File: src/fix_proto_pkg.sv
package fix_proto_pkg;

	// ======================================================================
	// delimiters
	// ======================================================================

	// every field ends with SOH.
	localparam logic [7:0] soh_char = 8'h01;

	localparam logic [7:0] eq_char = 8'h3d; // "=" splits tag from value.

	// ======================================================================
	// special tags
	// ======================================================================

	// tags are kept as right-aligned ASCII, so "10" is 8'h31 then 8'h30.
	localparam logic [31:0] tag_begin_string = 32'h00000038; // "8", opens a message.

	// "10" is the checksum field, always the last one of a message.
	// its low two bytes also give the "1" and "0" of the end pattern.
	localparam logic [31:0] tag_checksum = 32'h00003130;

endpackage

File: src/fix_types_pkg.sv
package fix_types_pkg;

	// ======================================================================
	// data widths
	// ======================================================================

	typedef logic [7:0] fix_byte_t; // one ASCII character.

	// up to four tag characters, last one in the low byte.
	typedef logic [31:0] fix_tag_t;

	// up to 32 value characters, last one in the low byte.
	typedef logic [255:0] fix_value_t;

	typedef logic [5:0] fix_len_t; // value length, 0 to 32.
	typedef logic [7:0] fix_index_t; // field number within a message.

	// ======================================================================
	// state machines
	// ======================================================================

	// tokenizer, inside a tag or inside a value.
	typedef enum logic {tok_tag, tok_value} tok_state_e;

	// matcher for SOH "1" "0" "=".
	typedef enum logic [1:0] {end_idle, end_soh, end_one, end_zero} end_state_e;

	typedef enum logic {rd_idle, rd_hold} rd_state_e; // reader.

endpackage

File: src/fix_byte_tokenizer.sv
`timescale 1ns/1ps

module fix_byte_tokenizer (
	input  logic                     clk,
	input  logic                     rst,
	input  fix_types_pkg::fix_byte_t byte_i,
	input  logic                     byte_valid_i,
	output fix_types_pkg::fix_byte_t data_o,
	output logic                     tag_byte_o,
	output logic                     value_byte_o,
	output logic                     tag_done_o,
	output logic                     value_done_o,
	output logic                     end_detected_o
);

	fix_types_pkg::tok_state_e tok_state;
	fix_types_pkg::end_state_e end_state;
	fix_types_pkg::end_state_e end_next;

	logic is_soh;
	logic is_eq;
	logic end_hit;

	assign is_soh = (byte_i == fix_proto_pkg::soh_char);
	assign is_eq  = (byte_i == fix_proto_pkg::eq_char);

	// ======================================================================
	// tag / value classification
	// ======================================================================

	always_ff @(posedge clk) begin
		if (rst) begin
			tok_state    <= fix_types_pkg::tok_tag;
			tag_byte_o   <= 1'b0;
			value_byte_o <= 1'b0;
			tag_done_o   <= 1'b0;
			value_done_o <= 1'b0;
		end else begin
			tag_byte_o   <= 1'b0; // strobes last one cycle.
			value_byte_o <= 1'b0;
			tag_done_o   <= 1'b0;
			value_done_o <= 1'b0;
			if (byte_valid_i) begin
				case (tok_state)
					fix_types_pkg::tok_tag: begin
						if (is_eq) begin
							tag_done_o <= 1'b1;
							tok_state  <= fix_types_pkg::tok_value;
						end else if (!is_soh) begin
							tag_byte_o <= 1'b1; // a stray SOH in a tag is dropped.
						end
					end
					default: begin
						if (is_soh) begin
							value_done_o <= 1'b1;
							tok_state    <= fix_types_pkg::tok_tag;
						end else begin
							value_byte_o <= 1'b1; // "=" inside a value is plain data.
						end
					end
				endcase
			end
		end
	end

	always_ff @(posedge clk) begin
		if (byte_valid_i)
			data_o <= byte_i; // lines up with the strobes.
	end

	// ======================================================================
	// end pattern SOH "10="
	// ======================================================================

	always_comb begin
		end_next = end_state;
		end_hit  = 1'b0;
		if (byte_valid_i) begin
			end_next = fix_types_pkg::end_idle;
			if (is_soh) begin
				end_next = fix_types_pkg::end_soh; // any SOH restarts the match.
			end else begin
				case (end_state)
					fix_types_pkg::end_soh:
						if (byte_i == fix_proto_pkg::tag_checksum[15:8])
							end_next = fix_types_pkg::end_one;
					fix_types_pkg::end_one:
						if (byte_i == fix_proto_pkg::tag_checksum[7:0])
							end_next = fix_types_pkg::end_zero;
					fix_types_pkg::end_zero:
						end_hit = is_eq;
					default:
						end_hit = 1'b0;
				endcase
			end
		end
	end

	always_ff @(posedge clk) begin
		if (rst) begin
			end_state      <= fix_types_pkg::end_idle;
			end_detected_o <= 1'b0;
		end else begin
			end_state      <= end_next;
			end_detected_o <= end_hit;
		end
	end

	// the "=" of SOH "10=" always closes a tag.
	assert property (@(posedge clk) disable iff (rst) end_detected_o |-> tag_done_o)
		else $error("end pattern outside a tag");

endmodule

File: src/fix_field_assembler.sv
`timescale 1ns/1ps

module fix_field_assembler (
	input  logic                     clk,
	input  logic                     rst,
	input  fix_types_pkg::fix_byte_t data_i,
	input  logic                     tag_byte_i,
	input  logic                     value_byte_i,
	input  logic                     tag_done_i,
	input  logic                     value_done_i,
	input  logic                     end_detected_i,
	output logic                     tag_wr_o,
	output logic [33:0]              tag_wdata_o,
	output logic                     value_wr_o,
	output logic [261:0]             value_wdata_o,
	input  logic                     tag_full_i,
	input  logic                     value_full_i,
	output logic                     overflow_o
);

	localparam fix_types_pkg::fix_len_t LEN_MAX = 6'd32;

	fix_types_pkg::fix_tag_t   tag_q;
	fix_types_pkg::fix_value_t value_q;
	fix_types_pkg::fix_len_t   len_q;

	logic tag_open_q; // a tag byte has arrived since the last write.
	logic tag_is_begin;
	logic tag_is_end;

	assign tag_is_begin = (tag_q == fix_proto_pkg::tag_begin_string);

	// the "=" of SOH "10=" comes with the tag done strobe.
	assign tag_is_end = (tag_q == fix_proto_pkg::tag_checksum) || end_detected_i;

	// ======================================================================
	// tag and value shift registers
	// ======================================================================

	always_ff @(posedge clk) begin
		if (rst) begin
			tag_q      <= '0;
			tag_open_q <= 1'b0;
		end else if (tag_done_i) begin
			tag_q      <= '0;
			tag_open_q <= 1'b0;
		end else if (tag_byte_i) begin
			tag_open_q <= 1'b1;
			if (tag_open_q)
				tag_q <= {tag_q[23:0], data_i}; // oldest byte falls off the top.
			else
				tag_q <= {24'h000000, data_i};
		end
	end

	always_ff @(posedge clk) begin
		if (rst) begin
			value_q <= '0;
			len_q   <= '0;
		end else if (value_done_i) begin
			value_q <= '0;
			len_q   <= '0;
		end else if (value_byte_i) begin
			if (len_q == '0)
				value_q <= {248'h0, data_i};
			else
				value_q <= {value_q[247:0], data_i}; // keeps the last 32 bytes.
			if (len_q != LEN_MAX)
				len_q <= len_q + 6'd1;
		end
	end

	// ======================================================================
	// FIFO writes
	// ======================================================================

	always_ff @(posedge clk) begin
		if (rst) begin
			tag_wr_o   <= 1'b0;
			value_wr_o <= 1'b0;
			overflow_o <= 1'b0;
		end else begin
			tag_wr_o   <= tag_done_i;
			value_wr_o <= value_done_i;
			// a write into a full FIFO is lost, so flag it until reset.
			if ((tag_wr_o && tag_full_i) || (value_wr_o && value_full_i))
				overflow_o <= 1'b1;
		end
	end

	always_ff @(posedge clk) begin
		if (tag_done_i)
			tag_wdata_o <= {tag_is_begin, tag_is_end, tag_q};
		if (value_done_i)
			value_wdata_o <= {len_q, value_q};
	end

	// tags and values alternate in the stream.
	assert property (@(posedge clk) disable iff (rst) !(tag_wr_o && value_wr_o))
		else $error("tag and value written in one cycle");

endmodule

File: src/fix_field_fifo.sv
`timescale 1ns/1ps

module fix_field_fifo #(
	parameter int WIDTH = 34,
	parameter int DEPTH = 8
) (
	input  logic             clk,
	input  logic             rst,
	input  logic             wr_i,
	input  logic [WIDTH-1:0] wr_data_i,
	input  logic             rd_i,
	output logic [WIDTH-1:0] rd_data_o,
	output logic             full_o,
	output logic             empty_o
);

	localparam int AW = (DEPTH > 1) ? $clog2(DEPTH) : 1;
	localparam int CW = $clog2(DEPTH + 1);

	logic [WIDTH-1:0] mem [DEPTH];
	logic [AW-1:0]    wr_ptr;
	logic [AW-1:0]    rd_ptr;
	logic [CW-1:0]    count;
	logic [CW-1:0]    count_next;
	logic             wr_ok;
	logic             rd_ok;

	// pointers wrap at DEPTH, which need not be a power of two.
	function automatic logic [AW-1:0] ptr_inc(input logic [AW-1:0] ptr);
		if (ptr == AW'(DEPTH - 1))
			return '0;
		return ptr + 1'b1;
	endfunction

	assign wr_ok      = wr_i && !full_o;
	assign rd_ok      = rd_i && !empty_o;
	assign count_next = count + CW'(wr_ok) - CW'(rd_ok);
	assign rd_data_o  = mem[rd_ptr]; // head word, valid while not empty.

	always_ff @(posedge clk) begin
		if (wr_ok)
			mem[wr_ptr] <= wr_data_i;
	end

	always_ff @(posedge clk) begin
		if (rst) begin
			wr_ptr  <= '0;
			rd_ptr  <= '0;
			count   <= '0;
			full_o  <= 1'b0;
			empty_o <= 1'b1;
		end else begin
			if (wr_ok)
				wr_ptr <= ptr_inc(wr_ptr);
			if (rd_ok)
				rd_ptr <= ptr_inc(rd_ptr);
			count   <= count_next;
			full_o  <= (count_next == CW'(DEPTH)); // status from the next count.
			empty_o <= (count_next == '0);
		end
	end

	// the reader must wait for data.
	assert property (@(posedge clk) disable iff (rst) rd_i |-> !empty_o)
		else $error("read while empty");

endmodule

File: src/fix_field_reader.sv
`timescale 1ns/1ps

module fix_field_reader (
	input  logic                       clk,
	input  logic                       rst,
	input  logic                       tag_empty_i,
	input  logic                       value_empty_i,
	input  logic [33:0]                tag_rdata_i,
	input  logic [261:0]               value_rdata_i,
	output logic                       tag_rd_o,
	output logic                       value_rd_o,
	output logic                       field_valid_o,
	output fix_types_pkg::fix_tag_t    field_tag_o,
	output fix_types_pkg::fix_value_t  field_value_o,
	output fix_types_pkg::fix_len_t    field_len_o,
	output fix_types_pkg::fix_index_t  field_index_o,
	output logic                       msg_start_o,
	output logic                       msg_end_o,
	input  logic                       field_ready_i
);

	fix_types_pkg::rd_state_e  rd_state;
	fix_types_pkg::fix_index_t idx_q; // index of the next field.

	logic pop_q;
	logic rec_begin;

	assign rec_begin  = tag_rdata_i[33];
	assign tag_rd_o   = pop_q; // both FIFOs pop together.
	assign value_rd_o = pop_q;

	// ======================================================================
	// pop control
	// ======================================================================

	always_ff @(posedge clk) begin
		if (rst) begin
			rd_state      <= fix_types_pkg::rd_idle;
			pop_q         <= 1'b0;
			field_valid_o <= 1'b0;
			idx_q         <= '0;
		end else begin
			pop_q         <= 1'b0;
			field_valid_o <= 1'b0;
			case (rd_state)
				fix_types_pkg::rd_idle: begin
					if (!tag_empty_i && !value_empty_i && field_ready_i) begin
						pop_q    <= 1'b1;
						rd_state <= fix_types_pkg::rd_hold;
					end
				end
				default: begin
					// pop takes effect on this edge, the record goes out.
					field_valid_o <= 1'b1;
					rd_state      <= fix_types_pkg::rd_idle;
					idx_q         <= rec_begin ? 8'd1 : idx_q + 8'd1;
				end
			endcase
		end
	end

	// record registers hold until the next field.
	always_ff @(posedge clk) begin
		if (rd_state == fix_types_pkg::rd_hold) begin
			field_tag_o   <= tag_rdata_i[31:0];
			msg_start_o   <= rec_begin;
			msg_end_o     <= tag_rdata_i[32];
			field_value_o <= value_rdata_i[255:0];
			field_len_o   <= value_rdata_i[261:256];
			field_index_o <= rec_begin ? 8'd0 : idx_q; // tag 8 restarts the count.
		end
	end

endmodule

File: src/fix_parser_top.sv
`timescale 1ns/1ps

module fix_parser_top #(
	parameter int TAG_DEPTH   = 8,
	parameter int VALUE_DEPTH = 8
) (
	input  logic                      clk,
	input  logic                      rst,
	input  fix_types_pkg::fix_byte_t  byte_i,
	input  logic                      byte_valid_i,
	input  logic                      field_ready_i,
	output logic                      field_valid_o,
	output fix_types_pkg::fix_tag_t   field_tag_o,
	output fix_types_pkg::fix_value_t field_value_o,
	output fix_types_pkg::fix_len_t   field_len_o,
	output fix_types_pkg::fix_index_t field_index_o,
	output logic                      msg_start_o,
	output logic                      msg_end_o,
	output logic                      overflow_o
);

	// FIFO words are {begin, end, tag} and {len, value}.
	localparam int TAG_W   = 34;
	localparam int VALUE_W = 262;

	fix_types_pkg::fix_byte_t tok_data;
	logic                     tok_tag_byte;
	logic                     tok_value_byte;
	logic                     tok_tag_done;
	logic                     tok_value_done;
	logic                     tok_end;

	logic               tag_wr;
	logic [TAG_W-1:0]   tag_wdata;
	logic               tag_rd;
	logic [TAG_W-1:0]   tag_rdata;
	logic               tag_full;
	logic               tag_empty;
	logic               value_wr;
	logic [VALUE_W-1:0] value_wdata;
	logic               value_rd;
	logic [VALUE_W-1:0] value_rdata;
	logic               value_full;
	logic               value_empty;

	// ======================================================================
	// byte stream to FIFOs
	// ======================================================================

	fix_byte_tokenizer tokenizer_inst (
		.clk            (clk),
		.rst            (rst),
		.byte_i         (byte_i),
		.byte_valid_i   (byte_valid_i),
		.data_o         (tok_data),
		.tag_byte_o     (tok_tag_byte),
		.value_byte_o   (tok_value_byte),
		.tag_done_o     (tok_tag_done),
		.value_done_o   (tok_value_done),
		.end_detected_o (tok_end)
	);

	fix_field_assembler assembler_inst (
		.clk            (clk),
		.rst            (rst),
		.data_i         (tok_data),
		.tag_byte_i     (tok_tag_byte),
		.value_byte_i   (tok_value_byte),
		.tag_done_i     (tok_tag_done),
		.value_done_i   (tok_value_done),
		.end_detected_i (tok_end),
		.tag_wr_o       (tag_wr),
		.tag_wdata_o    (tag_wdata),
		.value_wr_o     (value_wr),
		.value_wdata_o  (value_wdata),
		.tag_full_i     (tag_full),
		.value_full_i   (value_full),
		.overflow_o     (overflow_o)
	);

	fix_field_fifo #(.WIDTH(TAG_W), .DEPTH(TAG_DEPTH)) tag_fifo_inst (
		.clk       (clk),
		.rst       (rst),
		.wr_i      (tag_wr),
		.wr_data_i (tag_wdata),
		.rd_i      (tag_rd),
		.rd_data_o (tag_rdata),
		.full_o    (tag_full),
		.empty_o   (tag_empty)
	);

	fix_field_fifo #(.WIDTH(VALUE_W), .DEPTH(VALUE_DEPTH)) value_fifo_inst (
		.clk       (clk),
		.rst       (rst),
		.wr_i      (value_wr),
		.wr_data_i (value_wdata),
		.rd_i      (value_rd),
		.rd_data_o (value_rdata),
		.full_o    (value_full),
		.empty_o   (value_empty)
	);

	// ======================================================================
	// FIFOs to field records
	// ======================================================================

	fix_field_reader reader_inst (
		.clk           (clk),
		.rst           (rst),
		.tag_empty_i   (tag_empty),
		.value_empty_i (value_empty),
		.tag_rdata_i   (tag_rdata),
		.value_rdata_i (value_rdata),
		.tag_rd_o      (tag_rd),
		.value_rd_o    (value_rd),
		.field_valid_o (field_valid_o),
		.field_tag_o   (field_tag_o),
		.field_value_o (field_value_o),
		.field_len_o   (field_len_o),
		.field_index_o (field_index_o),
		.msg_start_o   (msg_start_o),
		.msg_end_o     (msg_end_o),
		.field_ready_i (field_ready_i)
	);

endmodule

File: config.mk
export PLATFORM = sky130hd
export DESIGN_NAME = fix_parser_top
export DESIGN_NICKNAME = d
export VERILOG_FILES = /design/src/fix_proto_pkg.sv /design/src/fix_types_pkg.sv /design/src/fix_byte_tokenizer.sv /design/src/fix_field_assembler.sv /design/src/fix_field_fifo.sv /design/src/fix_field_reader.sv /design/src/fix_parser_top.sv
export SDC_FILE = /design/constraint.sdc
export NUM_CORES = 2
export LEC_CHECK = 0
export CORE_UTILIZATION = 40
export DETAILED_ROUTE_END_ITERATION = 12
export DONT_BUFFER_PORTS = 1
export HOLD_SLACK_MARGIN = 0.08
export PLACE_DENSITY_LB_ADDON = 0.25
export SLEW_MARGIN = 5
export SYNTH_ARGS = -nofsm -noshare
export SYNTH_HDL_FRONTEND = slang
export SYNTH_HIERARCHICAL = 1
export SYNTH_SLANG_ARGS = --single-unit
File: constraint.sdc
create_clock -name clk -period 26.6 [get_ports clk]
set_input_delay 6.65 -clock clk [delete_from_list [all_inputs] [get_ports clk]]
set_output_delay 6.65 -clock clk [all_outputs]
set_load 0.05 [all_outputs]
Word-level counts from Yosys, hierarchy flattened:

Memory sizes are Yosys's and may differ from the RTL's. A register that Yosys moved wholly into a read port is not among the register bits.
Index checks and enable logic that the tools add are counted.

* shift-type cells: 0
* reduce and logical (&&, ||, !) cells: 25
* $mul: 0
* add/subtract/negate cells: 10
* equality and inequality tests: 16
* bitwise gates (word level): 3
* multiplexer cells: 39
* div/mod/pow operators: 0
* magnitude comparators: 0

Operator list (count)
* 256-bit 2-to-1 mux: 1
* 32-bit by 14-bit == test with 1-bit output (second input constant): 1
* 32-bit by 6-bit == test with 1-bit output (second input constant): 1
* 32-bit 2-to-1 mux: 1
* 3-bit 2-to-1 mux: 10
* 8-bit by 6-bit == test with 1-bit output (second input constant): 3
* 1-bit 2-to-1 mux: 22
* 3-bit by 1-bit adder with 3-bit output (second input constant): 4
* 3-bit == test (second input constant): 4
* 4-bit by 1-bit adder with 4-bit output: 2
* 8-bit by 1-bit adder with 8-bit output (second input constant): 1
* 4-bit == test (second input constant): 2
* 8-bit by 1-bit == test with 1-bit output (second input constant): 1
* 1-bit logical AND: 8
* 4-bit zero test: 2
* 8-bit 2-to-1 mux: 1
* 4-bit OR reduction: 2
* 4-bit by 1-bit subtractor with 4-bit output: 2
* 6-bit by 1-bit adder with 6-bit output (second input constant): 1
* 6-bit zero test: 1
* 2-bit 2-to-1 mux: 3
* 6-bit inequality test (second input constant): 1
* 2-bit OR reduction: 3
* 3-bit OR reduction: 2
* other kinds (7): 14

* flip-flop bits (word level): 686
* bits in read-only memories: 0
* memories kept: 2
* output and inout bits: 306
* input port bits: 12
* word-level logic and storage cells: 129
* latch bits: 0
* bits in writable memories: 2368

Memory list
* value_fifo_inst.mem: words 8, bits a word 262, read ports 1, clocked after memory_dff 1, write ports 1, RTL line fix_field_fifo.sv:20 `logic [WIDTH-1:0] mem [DEPTH];`
* tag_fifo_inst.mem: words 8, bits a word 34, read ports 1, clocked after memory_dff 1, write ports 1, RTL line fix_field_fifo.sv:20

Longest topological paths before layout:

* depth after elaboration: 7
* mapped depth: 9
* gate-level depth less buffers: 7

By module:

Netlist, hierarchy kept.

By module, submodules not included
* fix_field_fifo (value_fifo_inst): area an instance 79296.1 µm², cells each 3105, times used 1, sequential area each 63240.7 µm²
* fix_field_assembler: area an instance 22201.3 µm², cells each 1647, times used 1, sequential area each 14854.2 µm²
* fix_field_fifo (tag_fifo_inst): area an instance 11064.4 µm², cells each 472, times used 1, sequential area each 8468.1 µm²
* fix_field_reader: area an instance 9585.4 µm², cells each 356, times used 1, sequential area each 9328.9 µm²
* fix_byte_tokenizer: area an instance 644.4 µm², cells each 48, times used 1, sequential area each 400.4 µm²

Worst setup path before layout:

Ideal clock, no wire load.

* path type: register to register
* start: reg value_fifo_inst.full_o
* end: mem value_fifo_inst/mem[0][0] (netlist name) (enable)
* cell stages (with the launch flop): 4
* path buffers: 1
* library setup time: 1.527 ns
* arrival: 25.290 ns
* required time: 25.073 ns
* path slack: -0.217 ns
* cells stage by stage: dfxtp_1 nand2b_1 clkbuf_1 nor4_1

* word-level cells in the longest chain between the ends: 4

RTL lines
* start: declaration: RTL line fix_field_fifo.sv:13 `output logic full_o,`
* start signal: assignment: RTL line fix_field_fifo.sv:58 `full_o <= (count_next == CW'(DEPTH));`
* 1-bit zero test: RTL line fix_field_fifo.sv:35 `assign wr_ok = wr_i && !full_o;`
* 1-bit logical AND: RTL line fix_field_fifo.sv:35
* 1-bit 2-to-1 mux: RTL line fix_field_fifo.sv:41 `if (wr_ok)`
* 1-bit 2-to-1 mux (not written as such): RTL line fix_field_fifo.sv:42 `mem[wr_ptr] <= wr_data_i;`
* end: declaration: RTL line fix_field_fifo.sv:20

Every way passes these cells.

Worst setup path in the final report:

* start: in rst
* end: reg assembler_inst.value_q[212]

* word-level cells in the longest chain between the ends: 1

RTL lines
* start: declaration: RTL line fix_parser_top.sv:8 `input logic rst,`
* 2-bit OR reduction (no line)
* end signal: assignment: RTL line fix_field_assembler.sv:65 `value_q <= {248'h0, data_i};`
* end signal: assignment: RTL line fix_field_assembler.sv:67 `value_q <= {value_q[247:0], data_i};`
* end: declaration: RTL line fix_field_assembler.sv:24 `fix_types_pkg::fix_value_t value_q;`

Every way passes these cells.
A chain may end at the register's enable or synchronous reset.

==> flow_summary.yaml <==
run_status:
  status: "complete, no violations"
routing:
  drtAntennaViolNets: 0
  first_pass_iters: 7
  dr_total_vias: 53851
  drc_errors: 0
  drt-total-wl_um: 260100
  viasPerCell: 5.309
  drt_iter0_drc: 4153
  wl_per_cell_um: 25.64
floorplan:
  num_io_pins: 318
  fp.dieArea_sq_um: 309200
  die_h_um: 556.1
  die_w_um: 556.1
  rows: 203
  core_area_sq_um: 305600
  initial_utilization_pct: 40.19
clock_network:
  clock-sinks: 3322
  cts_buffers: 349
  clk_pin_slew_ns: 0.06
  hold_buffers: 0
  clk-insertion-delay-late_ns: 0.93
  cts_buffer_depth: 4
  htreeDepth: 5
  cts_setup_buffers: 0
  cts_tree: "done"
  root_buffer: "clkbuf_16"
  cts_resized: 0
timing:
  tns_ns: 0
  finalHoldViolations: 0
  final.setup.worst_slack_ns: 18.32
  rsz0062_at_grt: "no"
  min_period_ns: 8.276
  fin_crit_sh_pct: 31.11
  final_max_slew_viol_count: 0
  fmax_mhz: 120.8
  setup_viol: 0
  max_slew.worst_pin.slew_ns: 1.309
  relSlewSlack_pct: 12.72
  finClkSkew_ns: 0.08891
power_and_ir_drop:
  power_density_nw_per_um2: 75.09
  p_leak_nw: 43.10
  vdd_ir_drop_max_v: 0.00005061
synth:
  synth_edf_count: 2976
  async_flop_share_pct: 0
  ys_ff_latch: 3322
  seq_area_frac_synth_pct: 78.42
  synthCells: 5628
  synth_nets: 5662
  yosys_warnings: 6
  syn_area_sq_um: 122800
  syn_avg_cell_area_sq_um: 21.82
  ys_types: 55
  ys.flop_type: "edfxtp_1"
cells_and_area:
  synthToLayoutAreaGrowth_pct: 12.80
  final_cells: 10143
  fillers: 25340
  drive_gt1_share_pct: 28.47
  final_cell_mix: "2976 x edfxtp_1, 580 x mux4_2, 352 x clkbuf_16"
  post-route-util_pct: 45.33
  final_common_cell: "edfxtp_1"
  nets: 5785
min_path:
  holdPathEnd: "assembler_inst/value_wdata_o[23]$_DFFE_PP_"
  hp-class: "reg2reg"
  worstHoldPathCells: 0
  hp-start: "assembler_inst/value_q[23]$_SDFFE_PP0P_"
global_routing:
  grt_pass1_vias: 56044
  antenna_found_initial: 21
  grt_max_degree: 203
  gr-total-overflow: 0
  grt_usage_pct: 16.65
  grt_pass1_wl_um: 381000
critical_path:
  r2r_cells: 5
  reg2reg_to: "reader_inst/field_value_o[171]$_DFFE_PP_"
  r2r_slack_ns: 21.90
  crit_arrival_ns: 9.03
  cp_max_fo: 74
  critPathLaunchType: "primary input"
  required_ns: 27.35
  path_class: "in2reg"
  endpoint_kind: "flip-flop"
place:
  portBuffers: 0
  numPlacedInstances: 9500
  dp_hpwl_um: 135000
  place_congestion: 0.6979
  dp_slack_ns: 17.33
flow_run:
  max_cap_violations: 0
-- sequential cells by signal, indices dropped and copies added (netlist names), 3 cells and up, named ones only --
signal                        flops
tag_fifo_inst/rd_ptr              3
assembler_inst/len_q              6
reader_inst/field_tag_o          32
assembler_inst/tag_wdata_o       34
value_fifo_inst/mem            2096
tag_fifo_inst/count               4
reader_inst/idx_q                 8
tag_fifo_inst/mem               272
assembler_inst/value_wdata_o    262
reader_inst/field_index_o         8
value_fifo_inst/rd_ptr            3
value_fifo_inst/wr_ptr            3
value_fifo_inst/count             4
tokenizer_inst/data_o             8
reader_inst/field_len_o           6
tag_fifo_inst/wr_ptr              3
assembler_inst/tag_q             32
reader_inst/field_value_o       256
assembler_inst/value_q          256
-- report_power, final --
part / internal [mW] / leakage, nW / switching [mW]
clock network: 2.76 / 5.56 / 2.03
logic: 0.00292 / 7.97 / 0.0113
registers: 5.60 / 29.6 / 0.00448
total: 8.36 / 43.1 / 2.04
-- metal layers --
metal  track usage (%)  vias up  routed length, um
met5                 0        -                 26
met4             4.019        4               5408
met3             2.818      362              13280
met2             27.27     1315             126600
met1             23.18    28837             114700
li1                  -    23333                  -
-- area by class of cell --
class | count | area, sq um | share of cell area, %
multi-input combinational | 1969 | 24710 | 17.84
clock inverter | 170 | 1814 | 1.310
inverter | 12 | 45.04 | 0.03252
sequential | 3322 | 96330 | 69.54
timing repair buffer | 97 | 890.9 | 0.6432
tap | 4100 | 5130 | 3.704
antenna | 6 | 15.01 | 0.01084
clock buffer | 467 | 9580 | 6.917
-- worst max-delay path by stage --
| stage | slack, ns | startpoint | to |
|---|---|---|---|
| after floorplan | 6.97 | value_fifo_inst/full_o$_SDFF_PP0_ | value_fifo_inst/mem[4][0]$_DFFE_PP_ |
| after global placement | 17.36 | rst | assembler_inst/len_q[3]$_SDFFE_PP0P_ |
| after detailed placement | 17.33 | rst | assembler_inst/len_q[3]$_SDFFE_PP0P_ |
| after CTS | 18.24 | assembler_inst/overflow_o$_SDFFE_PP0P_ | overflow_o |
| after global routing | 18.19 | rst | assembler_inst/value_q[236]$_SDFFE_PP0P_ |
| final | 18.32 | rst | assembler_inst/value_q[212]$_SDFFE_PP0P_ |
-- worst max-delay path: stages --
cell and delay, ns:
or2_4 0.71, buf_4 0.67, buf_4 0.70, a21oi_1 0.09
-- cell usage after synthesis (2+ instances only) --
cell type	instances	share of area, %
buf_1	29	0.089
buf_2	67	0.27
inv_1	12	0.037
xnor2_1	6	0.043
buf_4	2	0.012
edfxtp_1	2976	73
a21o_1	3	0.018
mux2_4	20	0.24
buf_6	64	0.59
xor2_1	5	0.036
nand4b_1	2	0.014
nor2_1	82	0.25
mux2i_1	30	0.24
ha_1	20	0.20
nor4_1	11	0.056
mux4_2	580	11
nand2_1	16	0.049
o21ai_0	4	0.016
nand4_1	9	0.046
and3_1	5	0.025
nor2b_1	39	0.20
nor3b_1	2	0.012
mux2_2	277	2.5
o211ai_2	200	2.0
nor3_1	11	0.045
or2_2	2	0.010
a21boi_0	2	0.012
a21oi_1	281	1.1
buf_12	3	0.049
or3_1	4	0.020
nand3b_1	3	0.018
nand3_1	13	0.053
nand2b_1	262	1.3
fa_1	2	0.033
dfxtp_1	346	5.6
o211ai_1	48	0.29
clkbuf_1	160	0.49
a41o_1	2	0.016
mux4_1	12	0.26
-- cell families after synthesis --
group                      synth area share [%]
AOI/OAI and AO/OA                         3.588
xor gates and xnor gates                0.07846
adders and majority gates                0.2364
buffers and inverters                     1.536
DFF                                       78.42
muxes                                     13.92
and+or+nand+nor                           2.218
-- stage by stage --
step           hold slack [ns]  instance area, sq um  power [mW]
2_1_floorplan           0.3971                122800       5.722
3_3_place_gp            0.4031                127100       5.728
3_5_place_dp            0.4016                127100       5.728
4_1_cts                 0.4124                138500       10.52
5_1_grt                 0.4299                138500       10.71
6_report                0.4120                138500       10.40
No activity file was read; power rests on OpenSTA's default activity.
